`config.mk`:
```
export PLATFORM = sky130hd
export DESIGN_NAME = flip_manager
export DESIGN_NICKNAME = d
export VERILOG_FILES = /design/src/rtl/lagd_pkg.sv /design/src/rtl/flip_manager.sv
export VERILOG_INCLUDE_DIRS = /design/src /design/src/include
export SDC_FILE = /design/constraint.sdc
export NUM_CORES = 1
export LEC_CHECK = 0
export ABC_AREA = 1
export BUFFER_PORTS_ARGS = -buffer_cell sky130_fd_sc_hd__buf_4
export CAP_MARGIN = 20
export CORE_MARGIN = 10
export CORE_UTILIZATION = 45
export DETAILED_ROUTE_END_ITERATION = 8
export HOLD_SLACK_MARGIN = 0.02
export PLACE_DENSITY = 0.77
export SLEW_MARGIN = 20
export SYNTH_ARGS = -nofsm -noshare
export SYNTH_HDL_FRONTEND = slang
export SYNTH_SLANG_ARGS = --single-unit
export TNS_END_PERCENT = 50
```
`constraint.sdc`:
```
create_clock -name clk_i -period 2.55 [get_ports clk_i]
set_clock_uncertainty 0.1 [all_clocks]
set_input_delay 0.255 -clock clk_i [delete_from_list [all_inputs] [get_ports clk_i]]
set_output_delay 0.255 -clock clk_i [all_outputs]
set_load 0.005 [all_outputs]
```
`src/include/lagd_settings.svh`:
```
// **************************************
// lagd settings
// sizes and widths of the annealer macro
// **************************************
`ifndef LAGD_SETTINGS_SVH
`define LAGD_SETTINGS_SVH

// spin array
`define LAGD_NUM_SPIN 16

// signed coupling and bias widths
`define LAGD_BITJ 4
`define LAGD_BITH 4

// unsigned bias scale
`define LAGD_SCALING_BIT 4

// rows per weight beat
`define LAGD_PARALLELISM 4

`define LAGD_ENERGY_BIT 32

// write/compute phase counter
`define LAGD_COUNTER_BIT 16

`define LAGD_FLIP_ADDR_BIT 6

// flops between analog array and sample register
`define LAGD_SYNC_DEPTH 2

`endif

```
`src/rtl/lagd_pkg.sv`:
```
// **************************************
// lagd package
// spin, weight, energy and analog phase
// types shared by the annealer stages
// **************************************
`default_nettype none

`include "lagd_settings.svh"

package lagd_pkg;

    // bit set means spin +1, clear means spin -1
    typedef logic [`LAGD_NUM_SPIN-1:0] spin_t;

    // one coupling row per spin, PARALLELISM rows per beat
    typedef logic signed [`LAGD_BITJ-1:0] jval_t;
    typedef jval_t [`LAGD_NUM_SPIN-1:0] jrow_t;
    typedef jrow_t [`LAGD_PARALLELISM-1:0] weight_beat_t;

    typedef logic signed [`LAGD_BITH-1:0] hval_t;
    typedef hval_t [`LAGD_NUM_SPIN-1:0] hbias_t;

    typedef logic signed [`LAGD_ENERGY_BIT-1:0] energy_t;

    typedef logic [$clog2(`LAGD_NUM_SPIN / `LAGD_PARALLELISM)-1:0] beat_idx_t;

    // analog wrap sequencing
    typedef enum logic [2:0] {
        IDLE,
        WRITE,
        COMPUTE,
        SYNC,
        HOLD
    } aw_phase_e;

endpackage

`default_nettype wire

```
`src/rtl/flip_manager.sv`:
```
// **************************************
// flip manager
// holds the best spin vector and energy,
// builds candidates from flip patterns
// and accepts lower energy results
// **************************************
`default_nettype none

`include "lagd_settings.svh"

module flip_manager (
    input  logic                           clk_i,
    input  logic                           arst_n_i,
    input  logic                           config_valid_i,
    input  lagd_pkg::spin_t                config_spin_i,
    input  logic                           cmpt_en_i,
    input  logic                           en_comparison_i,
    input  logic                           flip_disable_i,
    input  logic                           flush_i,
    input  logic [`LAGD_FLIP_ADDR_BIT-1:0] icon_last_raddr_plus_one_i,
    output logic                           flip_ren_o,
    output logic [`LAGD_FLIP_ADDR_BIT-1:0] flip_raddr_o,
    input  lagd_pkg::spin_t                flip_rdata_i,
    output logic                           cand_valid_o,
    output lagd_pkg::spin_t                cand_spin_o,
    input  logic                           cand_ready_i,
    input  logic                           en_valid_i,
    output logic                           en_ready_o,
    input  lagd_pkg::energy_t              en_energy_i,
    input  lagd_pkg::spin_t                en_spin_i,
    output lagd_pkg::spin_t                best_spin_o,
    output lagd_pkg::energy_t              best_energy_o,
    output logic                           cmpt_idle_o
);
    import lagd_pkg::*;

    localparam energy_t ENERGY_MAX = {1'b0, {(`LAGD_ENERGY_BIT-1){1'b1}}};

    typedef enum logic [1:0] {
        FM_IDLE,
        FM_READ,
        FM_OFFER,
        FM_WAIT
    } fm_state_e;

    fm_state_e                      state_q;
    logic [`LAGD_FLIP_ADDR_BIT-1:0] raddr_q;
    logic                           at_limit;
    logic                           accept;

    assign at_limit = (raddr_q == icon_last_raddr_plus_one_i);

    // one pattern in flight, next read only once the previous energy is back
    assign flip_ren_o   = (state_q == FM_IDLE) && cmpt_en_i && !at_limit;
    assign flip_raddr_o = raddr_q;
    assign cand_valid_o = (state_q == FM_OFFER);
    assign en_ready_o   = (state_q == FM_WAIT);

    // strict compare keeps the older vector on a tie
    assign accept = en_valid_i && en_ready_o &&
                    (!en_comparison_i || (en_energy_i < best_energy_o));

    always_ff @(posedge clk_i or negedge arst_n_i) begin
        if (!arst_n_i) begin
            state_q       <= FM_IDLE;
            raddr_q       <= '0;
            cmpt_idle_o   <= 1'b0;
            best_spin_o   <= '0;
            best_energy_o <= '0;
        end else begin
            case (state_q)
                FM_IDLE: begin
                    if (flip_ren_o) begin
                        raddr_q <= raddr_q + 1'b1;
                        state_q <= FM_READ;
                    end
                end
                FM_READ: state_q <= FM_OFFER;
                FM_OFFER: begin
                    if (cand_ready_i) begin
                        state_q <= FM_WAIT;
                    end
                end
                default: begin
                    if (en_valid_i) begin
                        state_q <= FM_IDLE;
                    end
                end
            endcase

            if (flush_i) begin
                raddr_q <= '0;
            end

            if (config_valid_i || flush_i) begin
                cmpt_idle_o <= 1'b0;
            end else if ((state_q == FM_IDLE) && cmpt_en_i && at_limit) begin
                cmpt_idle_o <= 1'b1;
            end

            if (config_valid_i) begin
                best_spin_o   <= config_spin_i;
                best_energy_o <= ENERGY_MAX;
            end else if (accept) begin
                best_spin_o   <= en_spin_i;
                best_energy_o <= en_energy_i;
            end
        end
    end

    // flip data arrives the cycle after the read strobe
    always_ff @(posedge clk_i) begin
        if (state_q == FM_READ) begin
            cand_spin_o <= flip_disable_i ? best_spin_o : (best_spin_o ^ flip_rdata_i);
        end
    end

    cand_hold_a : assert property (
        @(posedge clk_i) disable iff (!arst_n_i)
        cand_valid_o && !cand_ready_i |=> cand_valid_o && $stable(cand_spin_o)
    );

endmodule

`default_nettype wire

```
==> impl_metrics.env <==
export IMPL_vias=4305
export IMPL_dp_slack_ns=0.215
export IMPL_hold_viol=0
export IMPL_placed_cell_area_sq_um=5780
export IMPL_ys_ff_latch=73
export IMPL_clock_path_buffers=2
export IMPL_die_x_microns=119
export IMPL_core_area_sq_um=9640
export IMPL_clock_sinks=73
export IMPL_wirelength_microns=13400
export IMPL_clk_pin_slew_ns=0.07
export IMPL_cts_buffers=9
export IMPL_route_detailed_drc=0
export IMPL_hp_class="input pin to flop"
export IMPL_hp_start="en_energy_i[20]"
export IMPL_total_power_mw=3.96
export IMPL_io_pins=169
export IMPL_yosysUniqueCellTypes=26
export IMPL_ys_warn_count=0
export IMPL_rrSetupSlack_ns=0.31
export IMPL_r2r_start="best_energy_o[5]$_DFFE_PN0P_"
export IMPL_avgSynthCellArea_sq_um=7.79
export IMPL_syn_num_nets=697
export IMPL_clk_latency_ns=0.34
export IMPL_slew_violations=0
export IMPL_grt_setup_unrepaired="false"
export IMPL_cts_tree="yes"
export IMPL_drtPass1Iterations=5
export IMPL_setup_viol=0
export IMPL_syn_area_sq_um=4410
export IMPL_placedCellCount=854
export IMPL_startpoint="flip_raddr_o[0]$_DFFE_PN0P_"
export IMPL_antenna_found_initial=0
export IMPL_drt_iter0_markers=246
export IMPL_drive_gt1_share_pct=28.1
export IMPL_first_global_vias=4421
export IMPL_worst_pin_slew_ns=0.753
export IMPL_final_area_sq_um=5980
export IMPL_dp_hpwl_microns=10200
export IMPL_worst_path_max_fanout=10
export IMPL_cp_end_kind="output port"
export IMPL_cts_root_buf="clkbuf_8"
export IMPL_status="completed"
export IMPL_initial_core_util_pct=45.7
export IMPL_fin_tns_setup_ns=0
export IMPL_antenna_cells=0
export IMPL_p_per_area_nw_per_um2=662
export IMPL_grt_overflow_total=0
export IMPL_crit_path_start_kind="flop"
export IMPL_path_class="flop to output port"
export IMPL_syn2layout_area_growth_pct=35.6
export IMPL_port_buffers=168
export IMPL_drtAntennaViolNets=0
export IMPL_post_route_util_pct=62.0
export IMPL_track_usage_pct=18.5
export IMPL_netlist_top_cells_area="dfrtp_1 32%, nand2_1 16%, edfxtp_1 11%"
export IMPL_vdd_ir_drop_max_mv=0.295
export IMPL_syn_inst=566
export IMPL_grt_start_max_net_pins=58
export IMPL_finalNonFillerCells=872
export IMPL_leakage_nw=3.40
export IMPL_dieArea_sq_um=14200
export IMPL_htree_num_levels=3
export IMPL_wl_per_cell_microns=15.4
export IMPL_min_period_ns=2.29
export IMPL_setup_slack_ns=0.256
export IMPL_arrival_ns=1.94
export IMPL_grt_pass1_wl_microns=21600
export IMPL_slew_headroom_pct=49.8
export IMPL_die_h_microns=119
export IMPL_num_rows=36
export IMPL_max_cap_violations=0
export IMPL_crit_required_ns=2.19
export IMPL_nets=865
export IMPL_yosysTopAreaCellShare_pct=32.3
export IMPL_routed_via_density=4.94
export IMPL_hold_slack_ns=0.0685
export IMPL_yosys_area_top_type="dfrtp_1"
export IMPL_seq_area_frac_synth_pct=43.2
export IMPL_clock_fmax_ghz=0.436
export IMPL_gp_congestion=0.912
export IMPL_min_period_over_period_pct=90.0
[logic make-up after synthesis]
family | synth area share (%)
flip-flops | 43.2
XOR/XNOR | 3.18
adder cells (fa/ha/maj) | 10.2
AO/OA/AOI/OAI | 3.92
AND/OR/NAND/NOR | 30.3
buffers and inverters | 9.14
[repair_timing]
action                                  in CTS  in global routing
gates resized for setup                      0                  7
setup buffers                                0                  0
endpoints found under the setup margin       0                 45
hold endpoints to repair                    58                  0
hold buffers                                 2                  0
[area by class of cell]
cell class | instances | area, sq um
Tap cell | 133 | 166
Inverter | 76 | 285
Fill cell | 880 | 3660
Multi-Input combinational cell | 396 | 2100
Clock inverter | 6 | 25.0
Sequential cell | 73 | 1910
Timing Repair Buffer | 178 | 1370
Clock buffer | 10 | 128
[Yosys cell counts]
cell / number
inv_1: 75
or2_2: 15
o21ai_0: 11
nand2_1: 185
nand2_4: 1
o21a_1: 1
buf_6: 3
xor2_1: 16
nor4_1: 2
nor3_1: 4
clkinv_1: 1
a211oi_1: 1
nor2_1: 30
a22oi_1: 1
buf_2: 4
clkbuf_1: 11
ha_1: 36
nor4b_1: 1
buf_4: 3
nand3_4: 1
edfxtp_1: 16
dfrtp_1: 57
nand4_1: 2
nand2_2: 2
nand3_1: 68
a21oi_1: 19
[worst max-delay path: stages, from the launching register on]
cell	delay (ns)
dfrtp_1	0.43
inv_1	0.12
nor2_1	0.05
nor4_1	0.36
nand3_1	0.15
nand2_1	0.27
inv_1	0.07
buf_4	0.14
[per-layer routing]
layer / wire length, microns / track usage (%)
met4: 244 / 7.25
met2: 6540 / 30.8
met1: 5900 / 22.8
met3: 736 / 3.92
met5: 0 / 0
[state kept, by name, summed over array words and instances, names as in the netlist]
register	flops
best_spin_o	16
cand_spin_o	16
best_energy_o	32
cmpt_idle_o	1
state_q	2
flip_raddr_o	6
[report_power, final]
part           internal [mW]  switching (mW)
clock                  0.337           0.412
sequential              1.47           0.193
combinational          0.743           0.802
[cells in the final DEF, fill, tap and decap left out, types with 3 or more instances in the layout]
cell and count:
clkbuf_8 9, nor2_1 30, nor3_1 3, nand2_1 185, edfxtp_1 16, clkinv_1 5, o21ai_0 11, xor2_1 16
nand3_1 68, ha_1 36, buf_4 173, dfrtp_1 57, a21oi_1 19, or2_2 15, inv_1 74
[final timing paths]
check | end | cells past startpoint
max | flip_ren_o | 7
min | best_energy_o[20]$_DFFE_PN0P_ | 3
max reg2reg | best_energy_o[14]$_DFFE_PN0P_ | 17
min reg2reg | best_energy_o[26]$_DFFE_PN0P_ | 2
max in group asynchronous | best_spin_o[1]$_DFFE_PN0P_ | 2
min in group asynchronous | state_q[1]$_DFFE_PN0P_ | 2
(Power assumes the default switching activity.)
