$ cat config.mk
export PLATFORM = sky130hd
export DESIGN_NAME = analog_wrap
export DESIGN_NICKNAME = d
export VERILOG_FILES = /design/src/rtl/lagd_pkg.sv /design/src/rtl/analog_wrap.sv
export VERILOG_INCLUDE_DIRS = /design/src /design/src/include
export SDC_FILE = /design/constraint.sdc
export NUM_CORES = 1
export LEC_CHECK = 0
export ABC_AREA = 0
export BUFFER_PORTS_ARGS = -buffer_cell sky130_fd_sc_hd__buf_2
export CAP_MARGIN = 20
export CORE_ASPECT_RATIO = 0.9
export CORE_MARGIN = 4
export CORE_UTILIZATION = 40
export CTS_CLUSTER_SIZE = 25
export DETAILED_ROUTE_END_ITERATION = 7
export GPL_TIMING_DRIVEN = 0
export PLACE_DENSITY = 0.66
export RECOVER_POWER = 25
export SYNTH_ARGS = -nofsm -noshare
export SYNTH_HDL_FRONTEND = slang
export SYNTH_SLANG_ARGS = --single-unit
$ cat constraint.sdc
create_clock -name clk_i -period 10.3 [get_ports clk_i]
set_clock_uncertainty 0.1 [all_clocks]
set_input_delay 1.03 -clock clk_i [delete_from_list [all_inputs] [get_ports clk_i]]
set_output_delay 1.03 -clock clk_i [all_outputs]
set_load 0.01 [all_outputs]
$ cat src/include/lagd_settings.svh
// **************************************
// lagd settings
// sizes and widths of the annealer macro
// **************************************
`ifndef LAGD_SETTINGS_SVH
`define LAGD_SETTINGS_SVH

// spin array
`define LAGD_NUM_SPIN 16

// signed coupling and bias widths
`define LAGD_BITJ 4
`define LAGD_BITH 4

// unsigned bias scale
`define LAGD_SCALING_BIT 4

// rows per weight beat
`define LAGD_PARALLELISM 4

`define LAGD_ENERGY_BIT 32

// write/compute phase counter
`define LAGD_COUNTER_BIT 16

`define LAGD_FLIP_ADDR_BIT 6

// flops between analog array and sample register
`define LAGD_SYNC_DEPTH 2

`endif

$ cat src/rtl/lagd_pkg.sv
// **************************************
// lagd package
// spin, weight, energy and analog phase
// types shared by the annealer stages
// **************************************
`default_nettype none

`include "lagd_settings.svh"

package lagd_pkg;

    // bit set means spin +1, clear means spin -1
    typedef logic [`LAGD_NUM_SPIN-1:0] spin_t;

    // one coupling row per spin, PARALLELISM rows per beat
    typedef logic signed [`LAGD_BITJ-1:0] jval_t;
    typedef jval_t [`LAGD_NUM_SPIN-1:0] jrow_t;
    typedef jrow_t [`LAGD_PARALLELISM-1:0] weight_beat_t;

    typedef logic signed [`LAGD_BITH-1:0] hval_t;
    typedef hval_t [`LAGD_NUM_SPIN-1:0] hbias_t;

    typedef logic signed [`LAGD_ENERGY_BIT-1:0] energy_t;

    typedef logic [$clog2(`LAGD_NUM_SPIN / `LAGD_PARALLELISM)-1:0] beat_idx_t;

    // analog wrap sequencing
    typedef enum logic [2:0] {
        IDLE,
        WRITE,
        COMPUTE,
        SYNC,
        HOLD
    } aw_phase_e;

endpackage

`default_nettype wire

$ cat src/rtl/analog_wrap.sv
// **************************************
// analog wrap
// writes a candidate into the analog spin
// array, runs it and synchronizes the
// spins that come back
// **************************************
`default_nettype none

`include "lagd_settings.svh"

module analog_wrap (
    input  logic                         clk_i,
    input  logic                         arst_n_i,
    input  logic [`LAGD_COUNTER_BIT-1:0] cycle_per_spin_write_i,
    input  logic [`LAGD_COUNTER_BIT-1:0] cycle_per_spin_compute_i,
    input  logic                         cand_valid_i,
    input  lagd_pkg::spin_t              cand_spin_i,
    output logic                         cand_ready_o,
    output lagd_pkg::spin_t              spin_wwl_o,
    output lagd_pkg::spin_t              spin_compute_en_o,
    input  lagd_pkg::spin_t              analog_spin_i,
    output logic                         smp_valid_o,
    output lagd_pkg::spin_t              smp_spin_o,
    input  logic                         smp_ready_i
);
    import lagd_pkg::*;

    localparam int SYNC_DEPTH = `LAGD_SYNC_DEPTH;

    aw_phase_e                    state_q;
    logic [`LAGD_COUNTER_BIT-1:0] cnt_q;
    logic [`LAGD_COUNTER_BIT-1:0] cnt_last;
    logic                         cnt_done;
    spin_t                        wwl_q;
    spin_t                        sync_q [SYNC_DEPTH];

    // last count of the current phase
    always_comb begin
        case (state_q)
            WRITE:   cnt_last = cycle_per_spin_write_i - 1'b1;
            COMPUTE: cnt_last = cycle_per_spin_compute_i - 1'b1;
            default: cnt_last = `LAGD_COUNTER_BIT'(SYNC_DEPTH - 1);
        endcase
    end

    assign cnt_done = (cnt_q == cnt_last);

    always_ff @(posedge clk_i or negedge arst_n_i) begin
        if (!arst_n_i) begin
            state_q <= IDLE;
            cnt_q   <= '0;
        end else begin
            case (state_q)
                IDLE:    if (cand_valid_i) state_q <= WRITE;
                WRITE:   if (cnt_done) state_q <= COMPUTE;
                COMPUTE: if (cnt_done) state_q <= SYNC;
                SYNC:    if (cnt_done) state_q <= HOLD;
                default: if (smp_ready_i) state_q <= IDLE;
            endcase

            if ((state_q inside {WRITE, COMPUTE, SYNC}) && !cnt_done) begin
                cnt_q <= cnt_q + 1'b1;
            end else begin
                cnt_q <= '0;
            end
        end
    end

    // shift only while syncing so the sample holds in HOLD
    always_ff @(posedge clk_i) begin
        if ((state_q == IDLE) && cand_valid_i) begin
            wwl_q <= cand_spin_i;
        end
        if (state_q == SYNC) begin
            sync_q[0] <= analog_spin_i;
            for (int k = 1; k < SYNC_DEPTH; k++) begin
                sync_q[k] <= sync_q[k-1];
            end
        end
    end

    assign cand_ready_o      = (state_q == IDLE);
    assign spin_wwl_o        = (state_q == WRITE) ? wwl_q : '0;
    assign spin_compute_en_o = (state_q == COMPUTE) ? '1 : '0;
    assign smp_valid_o       = (state_q == HOLD);
    assign smp_spin_o        = sync_q[SYNC_DEPTH-1];

    wwl_compute_excl_a : assert property (
        @(posedge clk_i) disable iff (!arst_n_i)
        !((|spin_wwl_o) && (|spin_compute_en_o))
    );

endmodule

`default_nettype wire

==> summary.md, run 1 <==
| Metric | Value |
|---|---|
| Count of instances resized after the clock tree is built | `0` |
| Remaining global-route overflow | `0` |
| Peak VDD IR | `143 uV` |
| Leading cell types by total area after synthesis | `sky130_fd_sc_hd__edfxtp_1 (35%), sky130_fd_sc_hd__dfrtp_1 (12%), sky130_fd_sc_hd__buf_4 (6.1%), sky130_fd_sc_hd__xnor2_1 (3.4%), sky130_fd_sc_hd__nor2_1 (2.9%)` |
| Diodes inserted | `0` |
| Pin count of the biggest net entering global routing | `26` |
| CP Launch Type | `flop` |
| Commonest cells after routing, fill and taps aside | `sky130_fd_sc_hd__buf_2 (120), sky130_fd_sc_hd__edfxtp_1 (48), sky130_fd_sc_hd__buf_4 (33), sky130_fd_sc_hd__nor2_1 (31), sky130_fd_sc_hd__nand3_1 (21)` |
| Total power density per cell area | `274 nW/um2` |
| Remaining max-slew budget at the tightest pin | `33.8%` |
| Shortest clock period the worst path allows after layout | `6.10 ns` |
| Number of fill cells | `916` |
| Post-CTS Setup Inserts | `0` |
| Die Span X | `114 um` |
| Starting density of the core | `41.6%` |
| Count of nets left with antenna violations after detail routing | `0` |
| Clock transition at the registers of the reported paths | `0.06 ns` |
| Quantity of hold-fixing buffers added after cts | `0` |
| Synthesized Nets | `464` |
| Post-synth EDFFs | `48` |
| Final Worst Setup Slack | `4.20 ns` |
| Final Net Count | `592` |
| Worst Path Arrival | `6.21 ns` |
| Fraction of layout cells with a size suffix above 1 | `35.1%` |
| Count of mapped cells out of synthesis | `394` |
| Wire length after detailed routing | `10.7 mm` |
| Vertical die dimension | `104 um` |
| Synth Register Bits | `67` |
| Post-DP HPWL | `8.30 mm` |
| Setup total negative slack | `0 ns` |
| Post-Place Cells | `637` |
| Share of synthesized area occupied by flip-flops and latches | `47.1%` |
| Sum of internal, switching and leakage power | `0.00141 W` |
| Synthesized area per cell | `10.3 um2` |
| Core area | `9780 um2` |
| Iteration count of the initial detailed-routing pass | `5` |
| Clock latency reported for the late side of the worst-skew pair | `0.32 ns` |
| Final Hold Viols | `0` |
| Number of global-route vias before repair | `3404` |
| Maximum fanout along the worst path | `25` |
| Max-slew violation count | `0` |
| Number of vias after detailed routing | `3556` |
| Post-route fraction of the period consumed by the critical path | `59.2%` |
| Residual DRC count | `0` |
| Finished Layout Cells | `653` |
| Summed instance area of the synthesized netlist | `4070 um2` |
| Path category of the worst min-delay check | `flop to flop` |
| Area of the die | `11900 um2` |
| Type of destination of the critical path | `flop` |
| Clock Tree Buf Depth | `2` |
| Leading area contributor after synthesis | `sky130_fd_sc_hd__edfxtp_1` |
| Boundary pin count | `118` |
| Primary FF master, synth | `sky130_fd_sc_hd__edfxtp_1` |
| Global-route wire length before repair | `16.9 mm` |
| Violation count after the first detailed-route iteration | `366` |
| Leading cell type in the layout, fill and taps excluded | `sky130_fd_sc_hd__buf_2` |
| Number of library cell types mapped by synthesis | `64` |
| Count of buffers from port buffering | `116` |
| Crit path required time | `10.41 ns` |
| Clock tree from TritonCTS | `built` |
| Wire per inst | `16.3 um` |
| H-tree depth | `3` |
| Number of clock buffers inserted by TritonCTS | `9` |
| Outcome | `complete, no violations` |
| Synthesis warning total | `0` |
| MaxCap Viol Count | `0` |
| Fraction of synthesized cell area taken by the top area cell type | `35.4%` |
| Post-synth ARST share | `28.4%` |
| Crit Path Class | `flop to flop` |
| Mean number of vias per cell | `5.45` |
| Transition time at the pin with the least slew margin | `0.991 ns` |
| Highest clock frequency the design can meet | `164 MHz` |
| Clock sink count | `67` |
| Smallest hold slack | `0.316 ns` |
| Pre-CTS worst setup slack | `4.23 ns` |
| Count of standard-cell rows | `34` |
| Area grow syn2layout | `26.3%` |
| RSZ-0062 raised after global routing | `no` |
| GRT Total Usage | `17.8%` |
| Number of antenna violations at the first check in global routing | `0` |
| Clock root buffer | `sky130_fd_sc_hd__clkbuf_16` |
| Lkg Pwr | `2.17 nW` |
| Weighted congestion at the end of routability-driven global placement | `0.917` |
| Final setup fails | `0` |
## cell families (layout without fill, tap and decap cells)
logic type | count (synthesis) | count (layout) | synth area share [%]
buffers and inverters | 60 | 193 | 9.07
adders and majority gates | 2 | 2 | 0.615
and+or+nand+nor | 162 | 162 | 22.5
xor gates and xnor gates | 26 | 26 | 5.93
AOI/OAI and AO/OA | 65 | 65 | 11.8
muxes | 12 | 12 | 3.01
DFF | 67 | 67 | 47.1
## area by class of cell
type | instances | area [um2] | share of cell area (%)
Buffer | 48 | 324 | 6.30
Clock buffer | 9 | 225 | 4.38
Clock inverter | 7 | 80.1 | 1.56
Inverter | 12 | 45.0 | 0.876
Multi-Input combinational cell | 267 | 1780 | 34.7
Sequential cell | 67 | 1920 | 37.3
Tap cell | 126 | 158 | 3.07
Timing Repair Buffer | 117 | 608 | 11.8
## flip-flops by register name, summed over array words and instances (netlist names)
| register | cells |
|---|---|
| sync_q | 32 |
| state_q | 3 |
| wwl_q | 16 |
| cnt_q | 16 |
## power breakdown
group | internal [W] | leakage [nW] | total [W] | switching [W]
sequential | 0.000379 | 0.702 | 0.000410 | 0.0000309
clock | 0.000191 | 0.149 | 0.000306 | 0.000115
combinational | 0.000308 | 1.32 | 0.000691 | 0.000382
## cells in the mapped netlist (3+ instances only)
master / number
sky130_fd_sc_hd__nor4b_1: 3
sky130_fd_sc_hd__a31oi_1: 3
sky130_fd_sc_hd__buf_2: 4
sky130_fd_sc_hd__xnor2_1: 16
sky130_fd_sc_hd__nand3_1: 21
sky130_fd_sc_hd__a22o_1: 3
sky130_fd_sc_hd__a21oi_1: 9
sky130_fd_sc_hd__nand2_1: 15
sky130_fd_sc_hd__xor2_1: 9
sky130_fd_sc_hd__nor4_1: 7
sky130_fd_sc_hd__inv_1: 11
sky130_fd_sc_hd__and2_1: 18
sky130_fd_sc_hd__a21o_1: 3
sky130_fd_sc_hd__o21ai_0: 7
sky130_fd_sc_hd__dfrtp_1: 19
sky130_fd_sc_hd__or4_1: 5
sky130_fd_sc_hd__edfxtp_1: 48
sky130_fd_sc_hd__nand4_1: 6
sky130_fd_sc_hd__o22ai_1: 4
sky130_fd_sc_hd__and3_1: 4
sky130_fd_sc_hd__or3_1: 5
sky130_fd_sc_hd__o2111ai_1: 3
sky130_fd_sc_hd__mux2i_1: 10
sky130_fd_sc_hd__clkbuf_1: 9
sky130_fd_sc_hd__o21a_1: 3
sky130_fd_sc_hd__buf_4: 33
sky130_fd_sc_hd__nand2b_1: 6
sky130_fd_sc_hd__o211ai_1: 5
sky130_fd_sc_hd__nor3_1: 20
sky130_fd_sc_hd__nor2_1: 31
sky130_fd_sc_hd__nor2b_1: 5
sky130_fd_sc_hd__or2_2: 4
sky130_fd_sc_hd__a22oi_1: 3
## layer usage
| layer | part of all wire (%) | up-vias | GRT usage (%) |
|---|---|---|---|
| met1 | 43 | 1669 | 24.0 |
| li1 | - | 1694 | - |
| met5 | 0 | - | 0 |
| met4 | 1.7 | 0 | 4.58 |
| met3 | 9.6 | 21 | 6.88 |
| met2 | 46 | 172 | 27.0 |
## worst max-delay path: stages (launching register included)
cell	delay, ns
sky130_fd_sc_hd__dfrtp_1	0.37
sky130_fd_sc_hd__buf_6	0.13
sky130_fd_sc_hd__or3b_1	0.38
sky130_fd_sc_hd__buf_6	0.15
sky130_fd_sc_hd__clkinv_1	0.15
sky130_fd_sc_hd__buf_2	0.28
sky130_fd_sc_hd__buf_2	0.32
sky130_fd_sc_hd__buf_4	0.33
sky130_fd_sc_hd__mux2i_1	0.23
sky130_fd_sc_hd__ha_1	0.26
sky130_fd_sc_hd__or3b_2	0.54
sky130_fd_sc_hd__nor3_2	0.25
sky130_fd_sc_hd__nor2_2	0.09
sky130_fd_sc_hd__or4_1	0.53
sky130_fd_sc_hd__a221o_1	0.36
sky130_fd_sc_hd__or4b_4	0.56
sky130_fd_sc_hd__nor4_4	0.29
sky130_fd_sc_hd__or3_1	0.16
sky130_fd_sc_hd__buf_2	0.20
sky130_fd_sc_hd__buf_4	0.20
sky130_fd_sc_hd__nor2_1	0.06
## path summary, 6_finish.rpt
kind,start,to,slack (ns),cells after the start
min reg2reg,sync_q[0][7],sync_q[0][23],0.32,0
min,sync_q[0][7],sync_q[0][23],0.32,0
max reg2reg,state_q[2],cnt_q[13],4.20,20
max in group asynchronous,arst_n_i,cnt_q[12],9.25,1
max,state_q[2],cnt_q[13],4.20,20
min in group asynchronous,arst_n_i,cnt_q[6],0.54,1
## metrics by stage
step	utilization, %	area [um2]
after global routing	52.5	5140
after CTS	52.5	5140
after global placement	49.1	4810
after floorplan	-	4070
final	52.5	5140
after detailed placement	49.4	4840
No activity file was read; power rests on OpenSTA's default activity.
==> run 2, diff against run 1 <==
Settings changed: ABC_AREA 0 to 1, PLACE_DENSITY 0.66 to 0.67.
Clock period 10.3 ns to 6.1 ns, I/O delays scaled along.
==> summary.md, run 2 <==
| Metric | Value |
|---|---|
| Outcome | `complete, no violations` |
| Post-synth ARST share | `28.4%` |
| Number of clock buffers inserted by TritonCTS | `9` |
| Post-DP HPWL | `7.24 mm` |
| Peak VDD IR | `173 uV` |
| Maximum fanout along the worst path | `10` |
| Kind of cell adding the most delay to the critical path | `simple AND/OR/NAND/NOR gates` |
| Pre-CTS worst setup slack | `3.17 ns` |
| Delay contributed by the slowest stage of the critical path | `0.43 ns` |
| Critical register-to-register path startpoint | `state_q[2]` |
| Number of global-route vias before repair | `3162` |
| Origin of the worst min-delay path | `sync_q[0][11]` |
| Post-CTS Setup Inserts | `0` |
| Setup total negative slack | `0 ns` |
| Fraction of power consumed by the clock network | `20.1%` |
| Wire length after detailed routing | `9.13 mm` |
| Remaining max-slew budget at the tightest pin | `27.8%` |
| Post-Place Cells | `731` |
| Sum of internal, switching and leakage power | `0.00213 W` |
| Fraction of power consumed by sequential logic | `30.2%` |
| Synthesized Nets | `555` |
| Clock sink count | `67` |
| Ordered list of cells on the worst path | `nor2_2 > nand2_2 > buf_6 > nand2_1 > nand2_1 > ha_1 > inv_1 > nand3_1 > nand2_1 > nand3_1 > nor2_1 > nand2_1 > inv_1 > nand2_1 > nor2_1 > nand2_1 > nor2_2 > nand3_2 > nand2_4 > buf_6 > nor3_2` |
| MaxCap Viol Count | `0` |
| Count of mapped cells out of synthesis | `485` |
| Total power density per cell area | `431 nW/um2` |
| CP Launch Type | `flop` |
| Clock latency reported for the late side of the worst-skew pair | `0.35 ns` |
| Crit path required time | `6.21 ns` |
| Number of library cell types mapped by synthesis | `30` |
| Area of combinational cells with multiple inputs | `1390 um2` |
| Depth of the worst register-to-register path | `21` |
| Highest clock frequency the design can meet | `339 MHz` |
| Global-route wire length before repair | `14.8 mm` |
| Post-route fraction of the period consumed by the critical path | `48.3%` |
| Leading area contributor after synthesis | `sky130_fd_sc_hd__edfxtp_1` |
| Buf+Inv Stages, Crit Path | `4` |
| Instance count along the most critical hold path | `0` |
| Summed instance area of the synthesized netlist | `3930 um2` |
| Fraction of synthesized cell area taken by the top area cell type | `36.6%` |
| Core area | `9610 um2` |
| Boundary pin count | `118` |
| Path category of the worst min-delay check | `flop to flop` |
| H-tree depth | `3` |
| Total net switching power | `0.000880 W` |
| Final Net Count | `686` |
| Count of standard-cell rows | `34` |
| Synthesized area per cell | `8.11 um2` |
| Final design area excluding fillers | `4940 um2` |
| Share of power burned in combinational logic | `49.8%` |
| Pin count of the biggest net entering global routing | `20` |
| Number of antenna violations at the first check in global routing | `0` |
| Worst r2r dst | `cnt_q[8]` |
| Mean number of vias per cell | `4.63` |
| Leading cell type in the layout, fill and taps excluded | `sky130_fd_sc_hd__buf_2` |
| Remaining global-route overflow | `0` |
| Primary FF master, synth | `sky130_fd_sc_hd__edfxtp_1` |
| Slowest stage cell, crit path | `sky130_fd_sc_hd__dfrtp_1` |
| Clock tree from TritonCTS | `built` |
| Starting density of the core | `40.9%` |
| Count of buffers from port buffering | `117` |
| Finished Layout Cells | `747` |
| Type of destination of the critical path | `flop` |
| Wire per inst | `12.2 um` |
| Area of the die | `11500 um2` |
| Vertical die dimension | `102 um` |
| Number of vias after detailed routing | `3458` |
| Final setup fails | `0` |
| GRT Total Usage | `16.1%` |
| Iteration count of the initial detailed-routing pass | `4` |
| Diodes inserted | `0` |
| Residual DRC count | `0` |
| Worst Path Arrival | `3.06 ns` |
| Clock root buffer | `sky130_fd_sc_hd__clkbuf_8` |
| Clock transition at the registers of the reported paths | `0.08 ns` |
| Largest registers | `sync_q: 32 flops, cnt_q: 16 flops, wwl_q: 16 flops` |
| Launch point of the worst path | `state_q[2]` |
| Count of nets left with antenna violations after detail routing | `0` |
| Internal portion of total power | `0.00125 W` |
| Synthesis warning total | `0` |
| Max FFs per register | `32` |
| Hold Path End | `sync_q[0][27]` |
| Quantity of hold-fixing buffers added after cts | `0` |
| Commonest cells after routing, fill and taps aside | `sky130_fd_sc_hd__buf_2 (121), sky130_fd_sc_hd__nand2_1 (118), sky130_fd_sc_hd__inv_1 (82), sky130_fd_sc_hd__nor2_1 (52), sky130_fd_sc_hd__edfxtp_1 (48)` |
| Violation count after the first detailed-route iteration | `159` |
| RSZ-0062 raised after global routing | `no` |
| Count of instances resized after the clock tree is built | `0` |
| Final Hold Viols | `0` |
| Number of fill cells | `916` |
| Most flop-heavy register | `sync_q` |
| Reg area | `1920 um2` |
| Switching fraction of total power | `41.3%` |
| Transition time at the pin with the least slew margin | `1.08 ns` |
| Post-synth EDFFs | `48` |
| Area grow syn2layout | `25.6%` |
| Most frequent cell on the critical path | `sky130_fd_sc_hd__nand2_1` |
| Leading cell types by total area after synthesis | `sky130_fd_sc_hd__edfxtp_1 (37%), sky130_fd_sc_hd__dfrtp_1 (12%), sky130_fd_sc_hd__nand2_1 (11%), sky130_fd_sc_hd__inv_1 (7.8%), sky130_fd_sc_hd__buf_4 (6.1%)` |
| Max-slew violation count | `0` |
| Shortest clock period the worst path allows after layout | `2.95 ns` |
| Fraction of layout cells with a size suffix above 1 | `32.7%` |
| Library cell with the highest instance count after synthesis | `sky130_fd_sc_hd__nand2_1` |
| Share of synthesized area occupied by flip-flops and latches | `48.7%` |
| R2R setup slack | `3.15 ns` |
| Most common library cells after synthesis | `sky130_fd_sc_hd__nand2_1 (118), sky130_fd_sc_hd__inv_1 (82), sky130_fd_sc_hd__nor2_1 (52), sky130_fd_sc_hd__edfxtp_1 (48), sky130_fd_sc_hd__nand3_1 (44)` |
| Final Worst Setup Slack | `3.15 ns` |
| Crit Path Class | `flop to flop` |
| Die Span X | `113 um` |
| Lkg Pwr | `2.49 nW` |
| Weighted congestion at the end of routability-driven global placement | `0.843` |
| Clock Tree Buf Depth | `2` |
| Synth Register Bits | `67` |
| Instance area at placement | `4710 um2` |
[run 2: cell types whose count changed after synthesis, sizes merged, moves of 7 or more]
cell    change
nand2     +110
mux2i      -10
inv        +74
clkbuf      -8
and2       -18
xnor2      -16
nand3      +25
nor2       +29
nand4      +13
nor4        -7
nor3       -13
[run 2: routing by layer]
| metal | up-vias | share of wire [%] | GRT usage (%) |
|---|---|---|---|
| li1 | 1778 | - | - |
| met1 | 1582 | 44 | 20.8 |
| met2 | 86 | 49 | 27.3 |
| met3 | 12 | 5.4 | 2.84 |
| met4 | 0 | 1.8 | 6.38 |
| met5 | - | 0 | 0 |
[run 2: kinds of logic (layout without fill, tap and decap cells)]
kind of cell / Yosys count / after routing / share of synthesized area, %
adder cells (fa/ha/maj): 2 / 2 / 0.636
AND/OR/NAND/NOR: 271 / 271 / 31.7
AO/OA/AOI/OAI: 15 / 15 / 2.16
buffers and inverters: 127 / 263 / 16.1
flip-flops: 67 / 67 / 48.7
XOR/XNOR: 3 / 3 / 0.668
[run 2: layout make-up]
type / count / share of cell area, %
tap: 126 / 3.19
buffer: 42 / 6.36
clock inverter: 7 / 2.15
clock buffer: 9 / 2.51
timing repair buffer: 120 / 12.4
inverter: 85 / 6.46
sequential: 67 / 38.8
multi-input combinational: 291 / 28.1
[run 2: worst max path at each step]
| stage | endpoint | slack (ns) | cells past startpoint |
|---|---|---|---|
| floorplan | sync_q[0][0] | 2.81 | 2 |
| global placement | sync_q[0][18] | 1.97 | 2 |
| detailed placement | cnt_q[8] | 3.17 | 21 |
| CTS | cnt_q[8] | 3.15 | 21 |
| global route | cnt_q[8] | 2.85 | 21 |
| finish | cnt_q[8] | 3.15 | 21 |
[run 2: power groups by stage]
stage                     Clock (W)  Combinational [W]  Sequential [W]
after floorplan                   0           0.000763        0.000645
after global placement            0            0.00103        0.000655
after detailed placement          0            0.00106        0.000653
after CTS                  0.000441            0.00107        0.000644
after global routing       0.000458            0.00120        0.000654
final                      0.000428            0.00106        0.000643
[run 2: per-stage QoR]
stage	util, %	hold WS [ns]
finish	51.4	0.321
global route	51.4	0.302
CTS	51.4	0.0949
detailed placement	49.0	0.305
global placement	48.6	0.301
floorplan	-	0.214
==> run 3, diff against run 2 <==
Settings changed: ABC_AREA 1 to 0, PLACE_DENSITY 0.67 to 0.66.
Clock period 6.1 ns to 2.8 ns, I/O delays scaled along.
==> summary.md, run 3 (synthesis gave the netlist of run 1 again) <==
| Metric | Value |
|---|---|
| Die Span X | `114 um` |
| Outcome | `finished, violations left` |
| Number of fill cells | `882` |
| Final Net Count | `612` |
| Switching fraction of total power | `35.4%` |
| Starting density of the core | `41.6%` |
| Hold Path End | `sync_q[0][4]` |
| Slowest stage cell, crit path | `sky130_fd_sc_hd__or4b_4` |
| Max FFs per register | `32` |
| Critical register-to-register path startpoint | `state_q[2]` |
| Violation count after the first detailed-route iteration | `231` |
| Clock sink count | `67` |
| Largest registers | `sync_q: 32 flops, cnt_q: 16 flops, wwl_q: 16 flops` |
| Remaining global-route overflow | `0` |
| Pin count of the biggest net entering global routing | `20` |
| Count of nets left with antenna violations after detail routing | `0` |
| Commonest cells after routing, fill and taps aside | `sky130_fd_sc_hd__buf_2 (117), sky130_fd_sc_hd__buf_4 (49), sky130_fd_sc_hd__edfxtp_1 (48), sky130_fd_sc_hd__nand3_1 (21), sky130_fd_sc_hd__nor3_1 (20)` |
| Wire per inst | `17.1 um` |
| Core area | `9780 um2` |
| Post-DP HPWL | `8.48 mm` |
| Count of buffers from port buffering | `116` |
| Fraction of layout cells with a size suffix above 1 | `41.3%` |
| Clock transition at the registers of the reported paths | `0.06 ns` |
| RSZ-0062 raised after global routing | `yes` |
| Share of power burned in combinational logic | `51.4%` |
| Pre-CTS worst setup slack | `-2.34 ns` |
| Worst r2r dst | `state_q[0]` |
| Type of destination of the critical path | `flop` |
| Leading cell type in the layout, fill and taps excluded | `sky130_fd_sc_hd__buf_2` |
| Final Worst Setup Slack | `-1.90 ns` |
| Peak VDD IR | `550 uV` |
| Residual DRC count | `0` |
| Worst Path Arrival | `4.80 ns` |
| Post-route fraction of the period consumed by the critical path | `168%` |
| Clock Tree Buf Depth | `2` |
| Transition time at the pin with the least slew margin | `0.836 ns` |
| Delay contributed by the slowest stage of the critical path | `0.57 ns` |
| Global-route wire length before repair | `17.5 mm` |
| Clock latency reported for the late side of the worst-skew pair | `0.32 ns` |
| Lkg Pwr | `2.32 nW` |
| Vertical die dimension | `104 um` |
| Violations in the final reports | `negative setup slack` |
| Most flop-heavy register | `sync_q` |
| Setup total negative slack | `-34.91 ns` |
| Internal portion of total power | `0.00384 W` |
| Shortest clock period the worst path allows after layout | `4.70 ns` |
| Final Hold Viols | `0` |
| Sum of internal, switching and leakage power | `0.00594 W` |
| Area grow syn2layout | `35.8%` |
| Number of antenna violations at the first check in global routing | `0` |
| Remaining max-slew budget at the tightest pin | `44.2%` |
| GRT Total Usage | `18.8%` |
| Number of global-route vias before repair | `3361` |
| Post-Place Cells | `637` |
| MaxCap Viol Count | `0` |
| Total power density per cell area | `1070 nW/um2` |
| Instance count along the most critical hold path | `1` |
| Most frequent cell on the critical path | `sky130_fd_sc_hd__buf_12` |
| Boundary pin count | `118` |
| Final setup fails | `19` |
| Mean number of vias per cell | `5.35` |
| Highest clock frequency the design can meet | `213 MHz` |
| Fraction of power consumed by sequential logic | `25.4%` |
| Wire length after detailed routing | `11.5 mm` |
| Max-slew violation count | `0` |
| Number of vias after detailed routing | `3601` |
| Diodes inserted | `0` |
| Depth of the worst register-to-register path | `18` |
| Crit path required time | `2.90 ns` |
| Origin of the worst min-delay path | `analog_spin_i[4]` |
| Maximum fanout along the worst path | `4` |
| Clock tree from TritonCTS | `built` |
| Clock root buffer | `sky130_fd_sc_hd__clkbuf_16` |
| Weighted congestion at the end of routability-driven global placement | `0.953` |
| H-tree depth | `3` |
| Count of standard-cell rows | `34` |
| Finished Layout Cells | `673` |
| CP Launch Type | `flop` |
| Number of clock buffers inserted by TritonCTS | `9` |
| Fraction of power consumed by the clock network | `23.2%` |
| Path category of the worst min-delay check | `input pin to flop` |
| Crit Path Class | `flop to flop` |
| Total net switching power | `0.00210 W` |
| R2R setup slack | `-1.90 ns` |
| Area of the die | `11900 um2` |
| Ordered list of cells on the worst path | `or3b_1 > buf_6 > clkinv_8 > buf_12 > buf_12 > buf_12 > mux2i_1 > ha_2 > or3b_4 > nor3_4 > nor2_2 > or4_1 > a221o_1 > or4b_4 > nor4_4 > buf_4 > mux2i_1 > or3_1` |
| Iteration count of the initial detailed-routing pass | `5` |
run 3: power by group through the flow:
stage / combinational (W) / clock [W] / sequential (W)
after detailed placement: 0.00265 / 0 / 0.00153
after global routing: 0.00328 / 0.00145 / 0.00153
after global placement: 0.00259 / 0 / 0.00152
after floorplan: 0.00189 / 0 / 0.00150
final: 0.00305 / 0.00138 / 0.00151
after CTS: 0.00298 / 0.00141 / 0.00151
run 3: stage by stage:
| stage | cell area, um2 | utilization, % | hold WS [ns] |
|---|---|---|---|
| after floorplan | 4140 | - | -0.116 |
| after CTS | 5450 | 55.7 | 0.0132 |
| after global placement | 4870 | 49.8 | 0.144 |
| after global routing | 5530 | 56.5 | 0.00377 |
| after detailed placement | 4890 | 50.0 | 0.150 |
| final | 5530 | 56.5 | 0.0274 |
run 3: worst max-delay path by stage:
| stage | startpoint | end | slack, ns |
|---|---|---|---|
| 2_1_floorplan | state_q[2] | cnt_q[0] | -1.94 |
| 3_3_place_gp | state_q[2] | cnt_q[0] | -2.33 |
| 3_5_place_dp | state_q[2] | cnt_q[0] | -2.34 |
| 4_1_cts | state_q[2] | state_q[0] | -1.88 |
| 5_1_grt | state_q[2] | state_q[0] | -2.04 |
| 6_report | state_q[2] | state_q[0] | -1.90 |
run 3: timing repair:
item                       in CTS  in global routing
buffers inserted               14                  5
pin swaps                      22                  2
hold endpoints to repair       19                  0
hold buffers                    1                  0
gates cloned                    2                  0
resized for setup              14                 17
setup endpoints to repair      35                 29
run 3: critical path: cells and delay by family, from the launching register on:
family / cells / cell delay [ns]
compound gates: 1 / 0.36
fa+ha+maj: 1 / 0.20
buf+inv: 6 / 0.63
flops: 1 / 0.40
mux: 2 / 0.25
simple gates: 8 / 2.63
run 3: layout make-up:
class                           instances  area, um2  area share, %
Buffer                                 46        359           6.50
Sequential cell                        67       1920           34.7
Tap cell                              126        158           2.85
Clock buffer                           10        229           4.14
Inverter                               12       57.6           1.04
Timing Repair Buffer                  139        796           14.4
Clock inverter                          6        138           2.49
Multi-Input combinational cell        267       1870           33.9
run 3: routing by layer:
| metal | GRT usage [%] | part of all wire [%] |
|---|---|---|
| met1 | 26.9 | 44 |
| met3 | 4.26 | 7.1 |
| met2 | 28.8 | 48 |
| met5 | 0 | 0 |
| met4 | 4.66 | 0.38 |
